===== src/hdl/recorder_lcd_pkg.sv =====
package recorder_lcd_pkg;

    typedef enum logic [3:0] {
        rec_none   = 4'd0,
        rec_play   = 4'd1,
        rec_pause  = 4'd2,
        rec_stop   = 4'd3,
        rec_record = 4'd4
    } rec_code_t;

    typedef logic [1:0] speed_mode_t;

    localparam speed_mode_t rec_slow = 2'd1; // everything else is fast

    typedef struct packed {
        rec_code_t   code;
        speed_mode_t mode;
        logic [3:0]  speed;
        logic        interpol;
        logic [4:0]  spare;
    } status_t;

    typedef struct packed {
        logic [3:0] minutes;
        logic [3:0] sec_tens;  // 0..5
        logic [3:0] sec_ones;  // 0..9
    } elapsed_t;

    typedef struct packed {
        logic       clear;
        logic [7:0] addr;
        logic [7:0] glyph;
    } lcd_cmd_t;

    localparam logic [7:0] addr_line1 = 8'h40;
    localparam logic [7:0] addr_time  = 8'h0c; // m:st in the last four slots

    localparam logic [7:0] glyph_zero   = 8'h30;
    localparam logic [7:0] glyph_colon  = 8'h3a;
    localparam logic [7:0] glyph_space  = 8'h20;
    localparam logic [7:0] glyph_slow   = 8'h2f; // '/'
    localparam logic [7:0] glyph_fast   = 8'h2a; // '*'
    localparam logic [7:0] glyph_interp = 8'h40; // '@'

    // labels padded to nine characters, first character in the top byte
    localparam logic [71:0] label_idle   = "Idle...  ";
    localparam logic [71:0] label_play   = "Play     ";
    localparam logic [71:0] label_pause  = "Pause    ";
    localparam logic [71:0] label_stop   = "Stop     ";
    localparam logic [71:0] label_record = "Recording";

    localparam int default_tick_cycles = 50_000_000;

endpackage


===== src/hdl/status_capture.sv =====
module status_capture
    import recorder_lcd_pkg::*;
(
    input  logic    i_clk,
    input  logic    i_rst,
    input  status_t status,
    input  logic    resting,
    output status_t cur_status,
    output logic    status_new,
    output logic    code_new
);

    status_t sample;

    always_ff @(posedge i_clk or posedge i_rst) begin
        if (i_rst) begin
            sample     <= '0;
            cur_status <= '0;
            status_new <= 1'b1; // first draw comes straight out of reset
            code_new   <= 1'b1;
        end else begin
            status_new <= 1'b0;
            code_new   <= 1'b0;
            if (resting) begin
                sample <= status;
            end
            // one accept per rest period, the drawer leaves rest next cycle
            if (resting && !status_new && sample != cur_status) begin
                cur_status <= sample;
                status_new <= 1'b1;
                code_new   <= (sample.code != cur_status.code);
            end
        end
    end

    a_new_only_resting: assert property (
        @(posedge i_clk) disable iff (i_rst) status_new |-> resting
    ) else $error("status_new while drawer busy");

endmodule


===== src/hdl/elapsed_timer.sv =====
module elapsed_timer
    import recorder_lcd_pkg::*;
#(
    parameter int tick_cycles = default_tick_cycles
) (
    input  logic     i_clk,
    input  logic     i_rst,
    input  logic     code_new,
    output elapsed_t elapsed
);

    localparam int div_w = $clog2(tick_cycles + 1);

    logic [div_w-1:0] div_cnt;
    logic             tick;

    assign tick = (div_cnt == div_w'(tick_cycles - 1)); // one second

    always_ff @(posedge i_clk or posedge i_rst) begin
        if (i_rst) begin
            div_cnt <= '0;
            elapsed <= '0;
        end else if (code_new) begin
            div_cnt <= '0; // new mode restarts the clock
            elapsed <= '0;
        end else begin
            div_cnt <= tick ? '0 : div_cnt + 1'b1;
            if (tick) begin
                if (elapsed.sec_ones == 4'd9) begin
                    elapsed.sec_ones <= 4'd0;
                    if (elapsed.sec_tens == 4'd5) begin
                        elapsed.sec_tens <= 4'd0;
                        elapsed.minutes  <= (elapsed.minutes == 4'd9) ? 4'd0
                                                                       : elapsed.minutes + 4'd1;
                    end else begin
                        elapsed.sec_tens <= elapsed.sec_tens + 4'd1;
                    end
                end else begin
                    elapsed.sec_ones <= elapsed.sec_ones + 4'd1;
                end
            end
        end
    end

    a_ones_bcd: assert property (
        @(posedge i_clk) disable iff (i_rst) elapsed.sec_ones <= 4'd9
    ) else $error("sec_ones out of range");

    a_tens_bcd: assert property (
        @(posedge i_clk) disable iff (i_rst) elapsed.sec_tens <= 4'd5
    ) else $error("sec_tens out of range");

endmodule


===== src/hdl/screen_drawer.sv =====
module screen_drawer
    import recorder_lcd_pkg::*;
(
    input  logic     i_clk,
    input  logic     i_rst,
    input  status_t  cur_status,
    input  logic     status_new,
    input  elapsed_t elapsed,
    input  logic     port_ready,
    output lcd_cmd_t cmd,
    output logic     cmd_strobe,
    output logic     resting
);

    typedef enum logic [1:0] {
        st_rest,
        st_clear,
        st_write
    } state_t;

    state_t      state;
    logic [7:0]  addr;       // slot being written
    logic [7:0]  next_addr;
    logic        last_slot;
    logic [3:0]  lbl_len;
    logic [71:0] lbl_text;
    logic        has_time;
    logic [7:0]  glyph;

    always_comb begin
        case (cur_status.code)
            rec_none: begin
                lbl_len  = 4'd7;
                lbl_text = label_idle;
            end
            rec_play: begin
                lbl_len  = 4'd4;
                lbl_text = label_play;
            end
            rec_pause: begin
                lbl_len  = 4'd5;
                lbl_text = label_pause;
            end
            rec_stop: begin
                lbl_len  = 4'd4;
                lbl_text = label_stop;
            end
            rec_record: begin
                lbl_len  = 4'd9;
                lbl_text = label_record;
            end
            default: begin
                lbl_len  = 4'd0; // unknown code, line 1 only
                lbl_text = '0;
            end
        endcase
    end

    assign has_time = (cur_status.code == rec_play) || (cur_status.code == rec_record);

    // slot order: label, then time if any, then line 1
    always_comb begin
        next_addr = addr + 8'd1;
        last_slot = 1'b0;
        if (addr >= addr_line1) begin
            last_slot = (addr == addr_line1 + 8'd3);
        end else if (addr == addr_time + 8'd3) begin
            next_addr = addr_line1;
        end else if (addr < addr_time && addr[3:0] == lbl_len - 4'd1) begin
            next_addr = has_time ? addr_time : addr_line1;
        end
    end

    always_comb begin
        glyph = glyph_space;
        if (addr >= addr_line1) begin
            case (addr[1:0])
                2'd0: glyph = (cur_status.mode == rec_slow) ? glyph_slow : glyph_fast;
                2'd1: glyph = glyph_zero + {4'd0, cur_status.speed};
                2'd2: glyph = glyph_space;
                default: glyph = cur_status.interpol ? glyph_interp : glyph_zero;
            endcase
        end else if (addr >= addr_time) begin
            case (addr[1:0]) // digits sampled as the slot goes out
                2'd0: glyph = glyph_zero + {4'd0, elapsed.minutes};
                2'd1: glyph = glyph_colon;
                2'd2: glyph = glyph_zero + {4'd0, elapsed.sec_tens};
                default: glyph = glyph_zero + {4'd0, elapsed.sec_ones};
            endcase
        end else begin
            glyph = lbl_text[8'd71 - {addr[3:0], 3'b000} -: 8];
        end
    end

    assign cmd.clear  = (state == st_clear);
    assign cmd.addr   = (state == st_clear) ? 8'h00 : addr;
    assign cmd.glyph  = (state == st_clear) ? 8'h00 : glyph;
    assign cmd_strobe = (state != st_rest) && port_ready;
    assign resting    = (state == st_rest);

    always_ff @(posedge i_clk or posedge i_rst) begin
        if (i_rst) begin
            state <= st_rest;
            addr  <= 8'h00;
        end else begin
            case (state)
                st_rest: begin
                    if (status_new) begin
                        state <= st_clear;
                    end
                end
                st_clear: begin
                    if (port_ready) begin
                        state <= st_write;
                        addr  <= (lbl_len != 4'd0) ? 8'h00 : addr_line1;
                    end
                end
                default: begin
                    if (port_ready) begin
                        addr <= next_addr;
                        if (last_slot) begin
                            state <= st_rest;
                        end
                    end
                end
            endcase
        end
    end

endmodule


===== src/hdl/lcd_command_port.sv =====
module lcd_command_port
    import recorder_lcd_pkg::*;
(
    input  logic       i_clk,
    input  logic       i_rst,
    input  lcd_cmd_t   cmd,
    input  logic       cmd_strobe,
    input  logic       lcd_busy,
    output logic       port_ready,
    output logic [7:0] lcd_char,
    output logic [7:0] lcd_addr,
    output logic       lcd_start,
    output logic       lcd_clear
);

    // busy only rises on the edge after a pulse, so block that cycle too
    assign port_ready = !lcd_busy && !lcd_start && !lcd_clear;

    always_ff @(posedge i_clk or posedge i_rst) begin
        if (i_rst) begin
            lcd_start <= 1'b0;
            lcd_clear <= 1'b0;
        end else begin
            lcd_start <= cmd_strobe && !cmd.clear; // single cycle pulses
            lcd_clear <= cmd_strobe && cmd.clear;
        end
    end

    always_ff @(posedge i_clk) begin
        if (cmd_strobe) begin
            lcd_addr <= cmd.addr; // held until next command
            lcd_char <= cmd.glyph;
        end
    end

    a_no_pulse_busy: assert property (
        @(posedge i_clk) disable iff (i_rst) (lcd_start || lcd_clear) |-> !lcd_busy
    ) else $error("pulse while display busy");

    a_start_clear_excl: assert property (
        @(posedge i_clk) disable iff (i_rst) !(lcd_start && lcd_clear)
    ) else $error("start and clear together");

endmodule


===== src/hdl/recorder_lcd_top.sv =====
module recorder_lcd_top
    import recorder_lcd_pkg::*;
#(
    parameter int tick_cycles = default_tick_cycles
) (
    input  logic       i_clk,
    input  logic       i_rst,
    input  status_t    status,
    input  logic       lcd_busy,
    output logic [7:0] lcd_char,
    output logic [7:0] lcd_addr,
    output logic       lcd_start,
    output logic       lcd_clear
);

    status_t  cur_status;
    logic     status_new;
    logic     code_new;
    logic     resting;
    elapsed_t elapsed;
    lcd_cmd_t cmd;
    logic     cmd_strobe;
    logic     port_ready;

    status_capture u_capture (
        .i_clk      (i_clk),
        .i_rst      (i_rst),
        .status     (status),
        .resting    (resting),
        .cur_status (cur_status),
        .status_new (status_new),
        .code_new   (code_new)
    );

    elapsed_timer #(
        .tick_cycles (tick_cycles)
    ) u_timer (
        .i_clk    (i_clk),
        .i_rst    (i_rst),
        .code_new (code_new),
        .elapsed  (elapsed)
    );

    screen_drawer u_drawer (
        .i_clk      (i_clk),
        .i_rst      (i_rst),
        .cur_status (cur_status),
        .status_new (status_new),
        .elapsed    (elapsed),
        .port_ready (port_ready),
        .cmd        (cmd),
        .cmd_strobe (cmd_strobe),
        .resting    (resting)
    );

    lcd_command_port u_port (
        .i_clk      (i_clk),
        .i_rst      (i_rst),
        .cmd        (cmd),
        .cmd_strobe (cmd_strobe),
        .lcd_busy   (lcd_busy),
        .port_ready (port_ready),
        .lcd_char   (lcd_char),
        .lcd_addr   (lcd_addr),
        .lcd_start  (lcd_start),
        .lcd_clear  (lcd_clear)
    );

endmodule


===== config.mk =====
export PLATFORM = sky130hd
export DESIGN_NAME = recorder_lcd_top
export DESIGN_NICKNAME = d
export VERILOG_FILES = /design/src/hdl/recorder_lcd_pkg.sv /design/src/hdl/status_capture.sv /design/src/hdl/elapsed_timer.sv /design/src/hdl/screen_drawer.sv /design/src/hdl/lcd_command_port.sv /design/src/hdl/recorder_lcd_top.sv
export SDC_FILE = /design/constraint.sdc
export NUM_CORES = 1
export LEC_CHECK = 0
export ABC_AREA = 1
export BUFFER_PORTS_ARGS = -buffer_cell sky130_fd_sc_hd__buf_4
export CORE_MARGIN = 2
export CORE_UTILIZATION = 34
export CTS_BUF_LIST = sky130_fd_sc_hd__clkbuf_4
export CTS_CLUSTER_SIZE = 8
export DETAILED_ROUTE_END_ITERATION = 16
export SYNTH_ARGS = -nofsm -noshare
export SYNTH_HDL_FRONTEND = slang
export SYNTH_SLANG_ARGS = --single-unit

===== constraint.sdc =====
create_clock -name i_clk -period 3.25 [get_ports i_clk]
set_input_delay 0.1625 -clock i_clk [delete_from_list [all_inputs] [get_ports i_clk]]
set_output_delay 0.1625 -clock i_clk [all_outputs]
set_load 0.005 [all_outputs]

Word level (Yosys, flattened, before mapping). Cells that the tools add are included. W data, S select, Z words.

Register bits after elaboration: 100. Input bits: 19. Word-level logic and storage cells: 119. Output and inout bits: 18.

Multiplexer cells: 33. Reduce and logical (&&, ||, !) cells: 29. Bitwise gates (word level): 1. Eq/ne operators: 19. Add/sub/neg operators: 11. Order comparisons: 3. Shift-type cells: 1.

Operators with widths (number): $pmux W71 S5 (1); $shiftx A79 B9 Y8 (1); $mux W8 (8); $mux W26 (2); $pmux W8 S3 (2); $add A6 B4 Y7 const A (4); $add A26 B1 Y26 const B (1); $eq A26 B26 Y1 const B (1); $mux W12 (2); $mux W7 (3); $mux W4 (4); $ne A16 B16 Y1 (1); $pmux W4 S4 (1); $pmux W8 S2 (1); $add A4 B1 Y4 const B (3); $reduce_bool A2 Y1 (5); $add A8 B1 Y8 const B (1); $eq A4 B2 Y1 const B (2); $eq A4 B3 Y1 const B (2); $eq A4 B4 Y1 const B (2); $eq A8 B4 Y1 const B (1); $eq A8 B7 Y1 const B (1); $ge A8 B4 Y1 const B (1); $ge A8 B7 Y1 const B (1); other kinds (25) (46).

Depth between registers and ports, before layout. Gate-level depths: netlist of run 1.

Word-level depth: 11. Mapped depth: 16. Depth with buffers taken out: 16.

Hierarchy. Synthesis of run 1 repeated with hierarchy kept, for this count alone.

Cell total of the unflattened synthesis: 840. Area, all modules: 6217.2 sq um.

By module, submodules not included: elapsed_timer (area an instance 2304.7 sq um, cells each 297, instances 1, sequential area each 950.9 sq um); screen_drawer (area an instance 1707.9 sq um, cells each 294, instances 1, sequential area each 250.2 sq um); status_capture (area an instance 1637.8 sq um, cells each 222, instances 1, sequential area each 853.3 sq um); lcd_command_port (area an instance 566.8 sq um, cells each 27, instances 1, sequential area each 530.5 sq um).

Worst setup path before layout of run 1. OpenSTA, ideal clock, no wires.

Path kind: reg2reg. From: reg u_drawer.addr[0]. To: reg u_port.lcd_char[0] (data pin). Slack: 0.982 ns. Arrival time: 2.000 ns. Data required time: 2.981 ns. Path buffers: 2. Cell stages (with the launch flop): 16. Setup time: 0.269 ns. Clock period less this slack: 2.268 ns. Cell sequence: dfrtp_1 inv_2 clkbuf_1 ha_1 clkbuf_1 inv_1 nand3_1 o21a_1 nand2_1 nand2_1 nand2_1 nand2_1 nand2_1 nand2_1 nand2_1 a21oi_1.

Cells in the longest elaborated chain, start to end: 4. Elaborated cells on any way between the ends: 11. Classes of those cells: add/sub (1); order compare (2); eq/ne (2); shift (1); mux (4); reduce/logical (1).

RTL lines: start: declaration (line screen_drawer.sv:22) `logic [7:0] addr;`; start signal: assignment (line screen_drawer.sv:115) `addr <= (lbl_len != 4'd0) ? 8'h00 : addr_line1;`; start signal: assignment (line screen_drawer.sv:120) `addr <= next_addr;`; $sub A7 B7 Y8, or another cell as far along (line screen_drawer.sv:91) `glyph = lbl_text[8'd71 - {addr[3:0], 3'b000} -: 8];`; $shiftx A79 B9 Y8 / $pmux W8 S3 (equally long branches) (line screen_drawer.sv:91, screen_drawer.sv:84); $mux W8 (line screen_drawer.sv:83) `end else if (addr >= addr_time) begin`; $mux W8 * (line screen_drawer.sv:76) `if (addr >= addr_line1) begin`; end signal: assignment (line lcd_command_port.sv:32) `lcd_char <= cmd.glyph;`; end: declaration (line lcd_command_port.sv:10) `output logic [7:0] lcd_char,`.

Every way passes the cells marked *; elsewhere a longest branch is shown, timed or not. A chain may end at the register's enable or synchronous reset.

Final worst setup path of run 1.
From: reg, netlist name u_capture.cur_status[12]. To: reg u_drawer.addr[2].

Cells in the longest elaborated chain, start to end: 11. Elaborated cells on any way between the ends: 17. Classes of those cells: add/sub (1); eq/ne (5); mux (7); reduce/logical (4).

RTL lines: $eq A4 B2 Y1 / $eq A4 B1 Y1 (equally long branches) (line screen_drawer.sv:31, screen_drawer.sv:59); $reduce_or A2 Y1 (no line); $pmux W4 S4 (line screen_drawer.sv:31) `case (cur_status.code)`; $sub A4 B1 Y4 (line screen_drawer.sv:69) `end else if (addr < addr_time && addr[3:0] == lbl_len - 4'd1) begin`; $eq A4 B4 Y1 (line screen_drawer.sv:69); $logic_and A1 B1 Y1 (line screen_drawer.sv:69); $mux W8 * (line screen_drawer.sv:69); $mux W8 * (line screen_drawer.sv:67) `end else if (addr == addr_time + 8'd3) begin`; $mux W8 * (line screen_drawer.sv:65) `if (addr >= addr_line1) begin`; $mux W8 * (line screen_drawer.sv:119) `if (port_ready) begin`; $pmux W8 S2 * (line screen_drawer.sv:106) `case (state)`.

Every way passes the cells marked *; elsewhere a longest branch is shown, timed or not. The select of a mux whose other input is x is not followed.

==> metrics list, run 1 <==
- Die outline area: 17,130 µm²
* Cell with the most instances after synthesis: nand2_1
* Net count of the mapped netlist: 700
* H-Tree Level Count: 3
* Count of flip-flops with a built-in enable after synthesis: 15
* Transition at the pin with the smallest max-transition slack: 809.1 ps
- No sink is reached through more buffers than the 2 on the longest clock path.
- Predominant post-synthesis flop cell: dfrtp_1
* Most instantiated cells after synthesis: nand2_1 (140), inv_1 (84), dfrtp_1 (82), o21ai_0 (63), nor2_1 (48)
* CP arrival: 2660 ps
- Total Negative Setup Slacks: 0 ps
- Max cap viols: 0
- The count of nets left with antenna violations once routing finished came out at 0.
* Synth-to-Final Area Change: 14.26%
- Placeable core region: 15,830 µm²
* Fmax achieved: 436.4 MHz
- The critical path in this run is classified as reg -> reg.
- Routability-driven placement finished with a final weighted congestion of 0.8402.
* Final max-slew violation count: 0
- Clock tree root driver cell: clkbuf_4
- Cell breakdown of the critical path: nor2_2, nand2_2, nand2_1, inv_1, ha_1, xnor2_1, nand3_1, o21ai_0, nand3_1, nand3b_1, nand2_1, inv_1, nand3_1, o21ai_1
* Wire length of the first global-routing pass: 21.49 mm
- Cell types with the largest area share after synthesis: dfrtp_1 (37%), nand2_1 (9.6%), edfxtp_1 (8.2%), o21ai_0 (5.8%), inv_1 (5.8%)
- Of all flip-flops after synthesis, the portion carrying an async set or reset was 0.8485.
- Overall power consumption after layout is estimated at 5278 µW.
- Worst relative slew slack: 0.4599
* RSZ-0062 raised after global routing: no
- After the first detailed-routing iteration, the DRC count stood at 331.
- For this block, the routed nets add up to 12.76 mm of wire.
* Critical path origin: u_capture.cur_status[12]$_DFFE_PP0P_
* Start point of the worst min-delay path: lcd_busy
* Minimum clock period after layout: 2291 ps
- The pre-antenna-repair detailed-routing pass consisted of 5 iterations.
- STA classifies the critical path startpoint as a flip-flop.
- Number of storage elements in the synthesis netlist: 99
* Maximum vdd drop: 0.3317 mV
- Summed over all layers, the global routing overflow is 0.
* Tot GR Track Use: 0.1608
- Pin count of the biggest net entering global routing: 45
- TritonCTS created 9 clock buffers.
- Part of the Yosys area used for sequential elements: 0.4667
* Cell family contributing the most delay on the critical path: simple AND/OR/NAND/NOR gates
- In this design, the stage delay of the slowest critical-path cell is 480 ps.
- Setup skew after layout: 21.18 ps
- The number of failing hold endpoints at the final stage came to 0.
* Share of layout cells above drive strength 1: 0.1279
- The netlist uses 48 different library cells.
* Final Setup Violations: 0
* Result of the run: completed
* Via density per instance: 4.841
- The worst setup path is captured at a flip-flop.
* Clock latency reported for the late side of the worst-skew pair: 490 ps
* IO Count: 37
* Logic depth of the worst register-to-register path: 14
- The multi-input combinational cells in the finished layout cover a total of 2482 µm².
* Starting density of the core: 0.3458
- Synthesized area: 5474 µm²
* Net total in the final layout: 754
* WL/cell: 13.52 µm
- Die extent in y: 130.9 µm
- TritonCTS built the clock tree.
* Hold path depth: 4
- Via count of the first global-routing pass: 4,413
* Top cell type's share of synthesized area: 0.3749
- Slowest cell on the critical path: dfrtp_1
* Setup slack of the worst register-to-register path: 960 ps
- The die is 130.9 µm wide.
* Via Count: 4,570
- Dividing total power by cell area gives a power density of 843.8 nW/µm².
- Synthesized area per cell: 8.182 µm²
- Total of buffers placed on input and output ports: 35
- Buf/Inv on CP: 2
* Cell taking the most area after synthesis: dfrtp_1
* Type of the most critical hold path: in -> reg
* HPWL after DPL: 9.228 mm
* Launch point of the worst reg-to-reg path: u_capture.cur_status[12]$_DFFE_PP0P_
* Number of clock sinks: 99
- After detailed routing, the number of remaining DRC violations is 0.
* Pleak: 0.002848 µW
* Post-route clock period utilization: 0.7051
- Post-synthesis cell count: 669
- Worst flop-to-flop path endpoint: u_drawer.addr[2]$_DFFE_PP0P_
* CP most frequent cell: nand3_1
- The floorplan has 46 rows.
- Antenna violations before repair: 1
* Resized Gates After CTS: 0
- Layout Utilization: 0.3952
* Clock slew seen by the registers of the worst setup and hold paths: 140 ps
- Worst EP required: 3620 ps
- Largest fanout on the critical path: 10
- After filler insertion, the fill cell instance count of the layout stands at 1,639.
- The worst hold path terminates at u_port.lcd_clear$_DFF_PP0_.
- Registers take 2555 µm².
- The Yosys step of the flow raised 0 warnings.
-- metrics by stage --
step                hold WS, ps  cell area [µm²]  cells  worst slack (ps)
floorplan                 283.5             5474    669             925.7
global placement          358.9             5978    911             980.0
detailed placement        350.7             5978    911              1000
CTS                       111.3             6252    943             956.5
global route              134.6             6255    944             675.8
finish                    119.6             6255    944             958.6
-- repair_timing --
action / in CTS / in global routing
hold buffers: 17 / 0
hold endpoints to repair: 59 / 0
endpoints found under the setup margin: 0 / 0
buffers inserted: 0 / 0
-- how the worst max path moves through the flow --
stage / endpoint / slack, ps / cells past startpoint
2_1_floorplan: u_capture.cur_status[0]$_DFFE_PP0P_ / 930 / 1
3_3_place_gp: u_port.lcd_char[2]$_SDFFCE_PP0P_ / 980 / 8
3_5_place_dp: u_drawer.addr[2]$_DFFE_PP0P_ / 1000 / 14
4_1_cts: u_drawer.addr[2]$_DFFE_PP0P_ / 960 / 14
5_1_grt: u_drawer.addr[3]$_DFFE_PP0P_ / 680 / 14
6_report: u_drawer.addr[2]$_DFFE_PP0P_ / 960 / 14
-- power breakdown --
group	switching (µW)	internal, µW
Clock	416	159
Combinational	1680	959
Sequential	337	1730
-- per-layer routing --
| metal | share of wire | track usage | vias up |
|---|---|---|---|
| li1 | - | - | 2330 |
| met1 | 0.47 | 0.2118 | 2143 |
| met2 | 0.48 | 0.2675 | 84 |
| met3 | 0.034 | 0.03094 | 13 |
| met4 | 0.016 | 0.05257 | 0 |
| met5 | 0 | 0 | - |
-- state kept, by name, indices dropped and copies added (netlist names) --
register and flops:
u_timer.div_cnt 26, u_capture.cur_status 16, u_port.lcd_start 1, u_port.lcd_char 7, u_capture.status_new 1, u_port.lcd_addr 8, u_drawer.addr 8, u_drawer.state 2
u_capture.code_new 1, u_timer.elapsed 12, u_port.lcd_clear 1, u_capture.sample 16
-- worst register-to-register path: stages, from the launching register on --
cell and delay (ps):
dfrtp_1 480, nor2_2 210, nand2_2 160, nand2_1 130
inv_1 50, ha_1 210, xnor2_1 180, nand3_1 80
o21ai_0 80, nand3_1 150, nand3b_1 180, nand2_1 80
inv_1 60, nand3_1 60, o21ai_1 60
-- kinds of logic after synthesis --
group,synth area share
other,0.0006851
AO/OA/AOI/OAI,0.1417
flip-flops,0.4667
buffers and inverters,0.07977
adder cells (fa/ha/maj),0.02743
AND/OR/NAND/NOR,0.2439
XOR/XNOR,0.03977
-- placed cells by master, fill, tap and decap left out, drive strengths merged --
cell | Yosys | routed
a211oi | 2 | 2
a21oi | 37 | 37
a221oi | 1 | 1
a31oi | 4 | 4
and2 | 1 | 1
buf | 8 | 40
clkbuf | 6 | 10
clkinv | 4 | 7
clkinvlp | 0 | 1
conb | 1 | 1
dfrtp | 82 | 82
dfstp | 2 | 2
diode | 0 | 1
dlygate4sd3 | 0 | 17
edfxtp | 15 | 15
ha | 12 | 12
inv | 91 | 92
nand2 | 144 | 144
nand2b | 1 | 1
nand3 | 29 | 29
nand3b | 3 | 3
nand4 | 12 | 12
nor2 | 60 | 60
nor3 | 25 | 25
nor3b | 1 | 1
nor4 | 7 | 7
o211ai | 4 | 4
o21a | 2 | 2
o21ai | 77 | 77
o221ai | 3 | 3
o22ai | 7 | 7
o31ai | 3 | 3
o32ai | 1 | 1
xnor2 | 5 | 5
xor2 | 19 | 19
-- final cells by class --
cell class | count | share of cell area
clock buffers | 10 | 0.01200
clock inverters | 5 | 0.004601
well taps | 216 | 0.04321
multi-input cells | 461 | 0.3969
diodes | 1 | 0.0004001
flip-flops and latches | 99 | 0.4085
repair buffers | 57 | 0.07722
inverters | 95 | 0.05721
No activity file was read; power rests on OpenSTA's default activity.
==> run 2, diff against run 1 <==
--- a/config.mk
+++ b/config.mk
@@ -5,7 +5,7 @@
 export SDC_FILE = /design/constraint.sdc
 export NUM_CORES = 1
 export LEC_CHECK = 0
-export ABC_AREA = 1
+export ABC_AREA = 0
 export BUFFER_PORTS_ARGS = -buffer_cell sky130_fd_sc_hd__buf_4
 export CORE_MARGIN = 2
 export CORE_UTILIZATION = 34
==> constraint.sdc (replaced) <==
create_clock -name i_clk -period 2.4 [get_ports i_clk]
set_input_delay 0.12 -clock i_clk [delete_from_list [all_inputs] [get_ports i_clk]]
set_output_delay 0.12 -clock i_clk [all_outputs]
set_load 0.005 [all_outputs]
==> run 2 against run 1 <==
Compared with the run above: the flow now finishes with violations (setup timing); maximum frequency decreased by 6.7%; sequential share of layout area decreased by 2.3 points; via count decreased by 3.3%; combinational power increased by 34%; clock power increased by 64%; count of clock-buffer cells in the layout decreased by 1; cell count decreased by 9.3%; clock skew decreased by 2.9 ps; power increased by 36%; worst hold slack got worse by 57 ps; global-route usage decreased by 0.92 points; synthesized cell count decreased by 15%.
==> metrics list, run 2 <==
- Maximum vdd drop: 0.5232 mV
* Cell with the most instances after synthesis: dfrtp_1
* Minimum clock period after layout: 2455 ps
- The finished cells cover 6636 µm².
- Of the post-synthesis cell area, the dominant cell type holds 0.3659.
* Clock latency reported for the late side of the worst-skew pair: 480 ps
- Type of the most critical hold path: in -> reg
* Critical path class: reg -> reg
- Worst slack, placed: -101.3 ps
- Largest fanout on the critical path: 8
- The floorplan step defined a die boundary enclosing 17,540 µm².
- Violations in the final reports: setup timing
* First-iteration detailed-routing DRC count: 362
- Of the available clock period, the critical path in the final layout requires 1.023.
- Once detailed placement completed, the half-perimeter wirelength came to 9.259 mm.
* Number of clock sinks: 99
- Max FFs per register: 26
- Count of flip-flops with a built-in enable after synthesis: 15
- Worst relative slew slack: 0.5286
- Clock slew seen by the registers of the worst setup and hold paths: 160 ps
* Synth async-reset ratio: 0.8485
* Total overflow reported by the global router: 0
- Worst EP required: 2820 ps
- In the routed layout, each cell is associated on average with a via count of 5.164.
- The tightest hold path in the finished design has a slack of 62.48 ps.
- Summed over all failing endpoints, the final setup total negative slack is -130.3 ps.
- Warnings, synthesis: 0
* Pre-Repair DR Iteration Count: 5
- Routability-driven placement finished with a final weighted congestion of 0.8659.
- Once detail routing completed, the nets flagged for antenna violations numbered 0.
- Detailed routing inserted a total of 4,420 vias.
* # DRC: 0
- Relative to the synthesized area, the layout overhead comes to 18.34%.
- The clock passes through at most 2 buffers.
* Number of storage elements in the synthesis netlist: 99
- Transition at the pin with the smallest max-transition slack: 702.4 ps
- Biggest register: u_timer.div_cnt
- The finished layout holds 856 standard cells, fillers aside.
- After synthesis the cells add up to 5608 µm².
* Max cap viols: 0
- In the final layout, the share of cells above drive strength 1 is 0.2141.
- During I/O placement, the number of pins put on the boundary was 37.
- On the final layout, the worst clock skew is 18.32 ps.
* Placeable core region: 16,000 µm²
* Commonest cells after routing, fill and taps aside: dfrtp_1 (82), buf_4 (65), nor2_1 (62)
- The worst setup path is captured at a flip-flop.
- Total placed cells including tap cells: 821
- Slowest cell on the critical path: a2111o_1
- Core Rows: 46
* Final Setup Violations: 3
* WL/cell: 15.01 µm
* Clock tree root driver cell: clkbuf_4
- The routed design has 12.85 mm of wire.
* Starting density of the core: 0.3505
* Die Span X: 132.4 µm
- The repair_antennas step left the layout with diodes totalling 0.
* Fmax achieved: 407.3 MHz
- Tot GR Track Use: 0.1516
* Cell area power density: 1084 nW/µm²
* Final Hold Fails: 0
- At the worst endpoint, the arrival time is 2880 ps.
- The max-slew violation count is 0.
* Clock tree from TritonCTS: built
* Pleak: 0.002771 µW
- Count of unique library cells instantiated by Yosys: 69
* Slowest stage delay, CP: 510 ps
* Synthesized area per cell: 9.838 µm²
- Post-synthesis cell count: 570
- The flow ran to the end, but the final reports show violations.
- Antenna violations before repair: 0
- Launching element type of the critical path: flip-flop
* TritonCTS Buffers: 9
* Most instantiated cells after synthesis: dfrtp_1 (82), nor2_1 (63), nand2_1 (49), mux2_2 (32), xor2_1 (30)
* Cell taking the most area after synthesis: dfrtp_1
- Net total in the final layout: 666
* Net count of the mapped netlist: 601
* Cell family contributing the most delay on the critical path: compound AO/OA/AOI/OAI gates
- Via count of the first global-routing pass: 4,331
- Cell breakdown of the critical path: a211oi_2, inv_1, ha_2, xnor2_1, or4_1, a2111o_1, o221a_1, o21ai_1
- Largest registers: u_timer.div_cnt x26, u_capture.cur_status x16, u_capture.sample x16
* Die extent in y: 132.4 µm
* Buf/Inv on CP: 1
* Predominant post-synthesis flop cell: dfrtp_1
- Pin count of the biggest net entering global routing: 51
- Across all setup checks in the final design, the least slack found is -55.28 ps.
- The share of the Yosys chip area taken by registers is 0.4556.
* Area post-placement: 6271 µm²
* H-Tree Level Count: 3
* Wire length of the first global-routing pass: 21.71 mm
- Total of buffers placed on input and output ports: 35
- RSZ-0062 raised after global routing: yes
- Ranked by total cell area, the synthesized netlist is headed by dfrtp_1 (37%), edfxtp_1 (8.0%), mux2_2 (6.4%), xor2_1 (4.7%), nor2_1 (4.2%).
- The library cell used most frequently in the layout, excluding fill and tap cells, is dfrtp_1.
==> run 2: worst reg2reg max path, delay by kind of cell (launching register included) <==
| kind | cells | cell delay (ps) |
|---|---|---|
| xor+xnor | 1 | 130 |
| buf+inv | 1 | 70 |
| simple gates | 1 | 400 |
| compound gates | 4 | 1190 |
| fa+ha+maj | 1 | 180 |
| flops | 1 | 430 |
==> run 2: logic make-up after synthesis <==
group                    after synthesis  synth area share
AO/OA/AOI/OAI                         92            0.1087
XOR/XNOR                              50           0.07809
AND/OR/NAND/NOR                      229            0.2142
multiplexers                          38           0.07497
buffers and inverters                 48           0.03927
flip-flops                            99            0.4556
other                                  1         0.0006687
adder cells (fa/ha/maj)               13           0.02856
==> run 2: per-stage QoR <==
stage,util,total power [µW]
after floorplan,-,5059
after global placement,0.3919,6182
after detailed placement,0.3919,6222
after CTS,0.4135,7220
after global routing,0.4148,7735
final,0.4148,7197
==> run 2: final timing paths <==
check	startpoint	end	slack, ps	cells after the start
min in group asynchronous	i_rst	u_capture.cur_status[8]$_DFFE_PP0P_	250	3
worst max register to register	u_capture.cur_status[13]$_DFFE_PP0P_	u_drawer.addr[6]$_DFFE_PP0P_	-60	8
worst min register to register	u_timer.elapsed[3]$_DFFE_PP0P_	u_timer.elapsed[3]$_DFFE_PP0P_	540	1
worst min-delay path	lcd_busy	u_port.lcd_clear$_DFF_PP0_	60	3
max in group asynchronous	i_rst	u_drawer.addr[2]$_DFFE_PP0P_	1480	4
worst max-delay path	u_capture.cur_status[13]$_DFFE_PP0P_	u_drawer.addr[6]$_DFFE_PP0P_	-60	8
==> run 2: area by class of cell <==
class | count | area [µm²]
multi-input combinational | 423 | 2875
sequential | 99 | 2555
tap | 216 | 270.3
clock inverter | 7 | 85.08
fill | 1589 | 9364
clock buffer | 9 | 67.56
inverter | 17 | 65.06
timing repair buffer | 85 | 718.2
==> run 2: metal layers <==
layer,track usage,wire length [µm],vias to the layer above
met5,0,0,-
met2,0.2507,6201,85
li1,-,-,2179
met1,0.2004,5975,2141
met3,0.03946,502,15
met4,0.03345,167,0
==> run 2: what timing repair did <==
item	CTS	global route
hold buffers	17	0
buffers inserted	2	0
gates cloned	0	0
gates resized for setup	2	3
endpoints found under the hold margin	48	0
pin swaps	6	2
setup endpoints to repair	3	12
==> run 2: power breakdown <==
group          leakage, µW  switching, µW  total [µW]  internal (µW)
combinational      0.00148           1860        3550           1690
clock            0.0000749            609         942            333
sequential         0.00122            448        2710           2260
total              0.00277           2920        7200           4280
==> run 3, diff against run 2 <==
--- a/config.mk
+++ b/config.mk
@@ -15,3 +15,4 @@
 export SYNTH_ARGS = -nofsm -noshare
 export SYNTH_HDL_FRONTEND = slang
 export SYNTH_SLANG_ARGS = --single-unit
+export TNS_END_PERCENT = 5
==> run 3 against run 2 <==
Compared with the run above: routed wire length shrank 0.11%; critical path depth is the same; utilization is essentially flat; highest routed layer unchanged; worst setup slack gained 10 ps; sequential share of layout area is essentially flat; the flow still finishes with violations (setup timing).
==> metrics list, run 3 (same netlist as run 2, synthesis figures left out) <==
* Result of the run: finished with violations
* Violations in the final reports: setup timing
- Detailed routing inserted a total of 4,432 vias.
- Number of clock sinks: 99
- CP endpoint kind: flip-flop
- After clock tree synthesis, the clock-pin slew on the worst setup and hold paths is 160 ps.
- The finished cells cover 6631 µm².
- For this block, the initial DRC count from the detailed router was 364.
- Fin worst setup slack: -45.31 ps
- In this run the count of I/O pins placed on the die edge is 37.
- The worst register-to-register path ends at u_drawer.addr[2]$_DFFE_PP0P_.
- The die covers 17,540 µm².
- The worst register-to-register path begins at u_capture.cur_status[13]$_DFFE_PP0P_.
- WL/cell: 14.99 µm
- Dividing the detail-routed via count by the number of cells gives 5.178.
- The number of global-route vias before repair is 4,331.
- From bottom edge to top edge, the die measures 132.4 µm.
- Type of the most critical hold path: in -> reg
* Setup slack of the worst register-to-register path: -50 ps
- Placer Congestion: 0.8659
- Total overflow reported by the global router: 0
* Pin count of the biggest net entering global routing: 51
- RSZ-0062 raised after global routing: yes
- For this design the ratio of total power to cell area is 1086 nW/µm².
- Clock skew on the completed layout was measured at 18.59 ps.
- After detailed placement, the total cell area comes to 6271 µm².
- In the finished design, the share of the clock period the worst path needs comes to 1.019.
- Share of layout cells above drive strength 1: 0.2125
- Along the worst path, the maximum fanout reaches 8.
- The largest registers in the layout are u_timer.div_cnt x26, u_capture.cur_status x16, u_capture.sample x16.
- Final Hold Fails: 0
- Once detail routing completed, the nets flagged for antenna violations numbered 0.
- In this run, CTS created clock tree buffers numbering 9.
- Pleak: 0.002771 µW
- Buffers placed on the I/O ports in this run total 35.
- After layout, the design draws a total of 7199 µW.
- For this run, the total global-route usage over all layers was measured as 0.1516.
- Compared with the post-synthesis result, the final layout area differs by 18.25%.
- At the pin with the least slew margin, the transition time is 687.8 ps.
* # DRC: 0
- Max-cap violations in this run came to 0.
- Ranked by flip-flop count, first place goes to u_timer.div_cnt.
- Starting density of the core: 0.3505
* Commonest non-fill, non-tap cell in the layout: dfrtp_1
- For this run, the detailed router's first-pass iteration total came to 4.
- Critical path class: reg -> reg
* Hold path depth: 3
- Antenna violations before repair: 0
* Net total in the final layout: 666
- Minimum clock period after layout: 2445 ps
- Placeable core region: 16,000 µm²
- Clock tree from TritonCTS: built
* Clock tree buffer depth: 2
* Final Setup Violations: 4
- H-Tree Level Count: 3
- Final max-slew violation count: 0
- The worst-case IR drop observed on VDD is 0.5242 mV.
- Max FFs per register: 26
* Final hold slack: 63.53 ps
* Clock tree root driver cell: clkbuf_4
- CP arrival: 2800 ps
* Number of inserted diodes: 0
- The startpoint identified for the worst hold timing path is lcd_busy.
- Clock latency reported for the late side of the worst-skew pair: 480 ps
* Wire length of the first global-routing pass: 21.71 mm
- The die is 132.4 µm wide.
* Post-Route WL: 12.83 mm
- Fmax achieved: 408.9 MHz
- HPWL after DPL: 9.259 mm
- The worst hold path terminates at u_port.lcd_clear$_DFF_PP0_.
- Core Rows: 46
- Measured against its own limit, the worst slew margin works out to 0.5384.
* Worst EP required: 2750 ps
- Logic depth of the worst register-to-register path: 8
- Commonest cells after routing, fill and taps aside: dfrtp_1 (82), buf_4 (65), nor2_1 (62)
- The worst setup path is launched from a flip-flop.
## run 3: cell types whose count changed in the layout (fill, tap and decap cells not counted)
| cell | change |
|---|---|
| nand3_1 | +1 |
| nand3_2 | -1 |
## run 3: metrics by stage
| stage | setup WS [ps] | utilization | TNS (ps) | instances |
|---|---|---|---|---|
| floorplan | -33.50 | - | -33.50 | 570 |
| global placement | -50.92 | 0.3919 | -59.20 | 821 |
| detailed placement | -101.3 | 0.3919 | -260.0 | 821 |
| CTS | -75.09 | 0.4135 | -241.1 | 856 |
| global route | -162.7 | 0.4145 | -585.0 | 856 |
| finish | -45.31 | 0.4145 | -116.7 | 856 |
## run 3: power breakdown
part	total, µW	internal (µW)	switching, µW
sequential	2710	2260	447
combinational	3550	1690	1860
clock	941	333	608
total	7200	4280	2920
## run 3: worst max path at each step
stage,startpoint,to,slack (ps)
finish,u_capture.cur_status[13]$_DFFE_PP0P_,u_drawer.addr[2]$_DFFE_PP0P_,-50
global route,u_capture.cur_status[13]$_DFFE_PP0P_,u_drawer.addr[3]$_DFFE_PP0P_,-160
CTS,u_capture.cur_status[13]$_DFFE_PP0P_,u_drawer.addr[2]$_DFFE_PP0P_,-80
detailed placement,u_capture.cur_status[14]$_DFFE_PP0P_,u_drawer.addr[6]$_DFFE_PP0P_,-100
global placement,u_capture.cur_status[14]$_DFFE_PP0P_,u_drawer.addr[6]$_DFFE_PP0P_,-50
floorplan,u_capture.cur_status[14]$_DFFE_PP0P_,u_drawer.addr[6]$_DFFE_PP0P_,-30
## run 3: layout make-up
type | count | area [µm²]
fill | 1590 | 9369
multi-input combinational | 423 | 2870
sequential | 99 | 2555
timing repair buffer | 85 | 718.2
tap | 216 | 270.3
clock inverter | 7 | 85.08
clock buffer | 9 | 67.56
inverter | 17 | 65.06
## run 3: layer usage
| metal | routed length, µm | GRT usage |
|---|---|---|
| met1 | 5944 | 0.2004 |
| met2 | 6212 | 0.2507 |
| met3 | 515 | 0.03946 |
| met4 | 161 | 0.03345 |
| met5 | 0 | 0 |
## run 3: worst max-delay path, stage by stage (launching register included)
cell      delay, ps
dfrtp_1         430
a211oi_2        270
inv_1            70
ha_2            180
xnor2_1         130
or4_1           400
a2111o_1        520
a21oi_1         210
o221ai_1        120
## run 3: what timing repair did
item | 4_1_cts | 5_1_grt
pin swaps | 6 | 2
setup buffers | 2 | 0
hold endpoints to repair | 48 | 0
resized for setup | 2 | 2
hold buffers | 17 | 0
endpoints found under the setup margin | 3 | 12
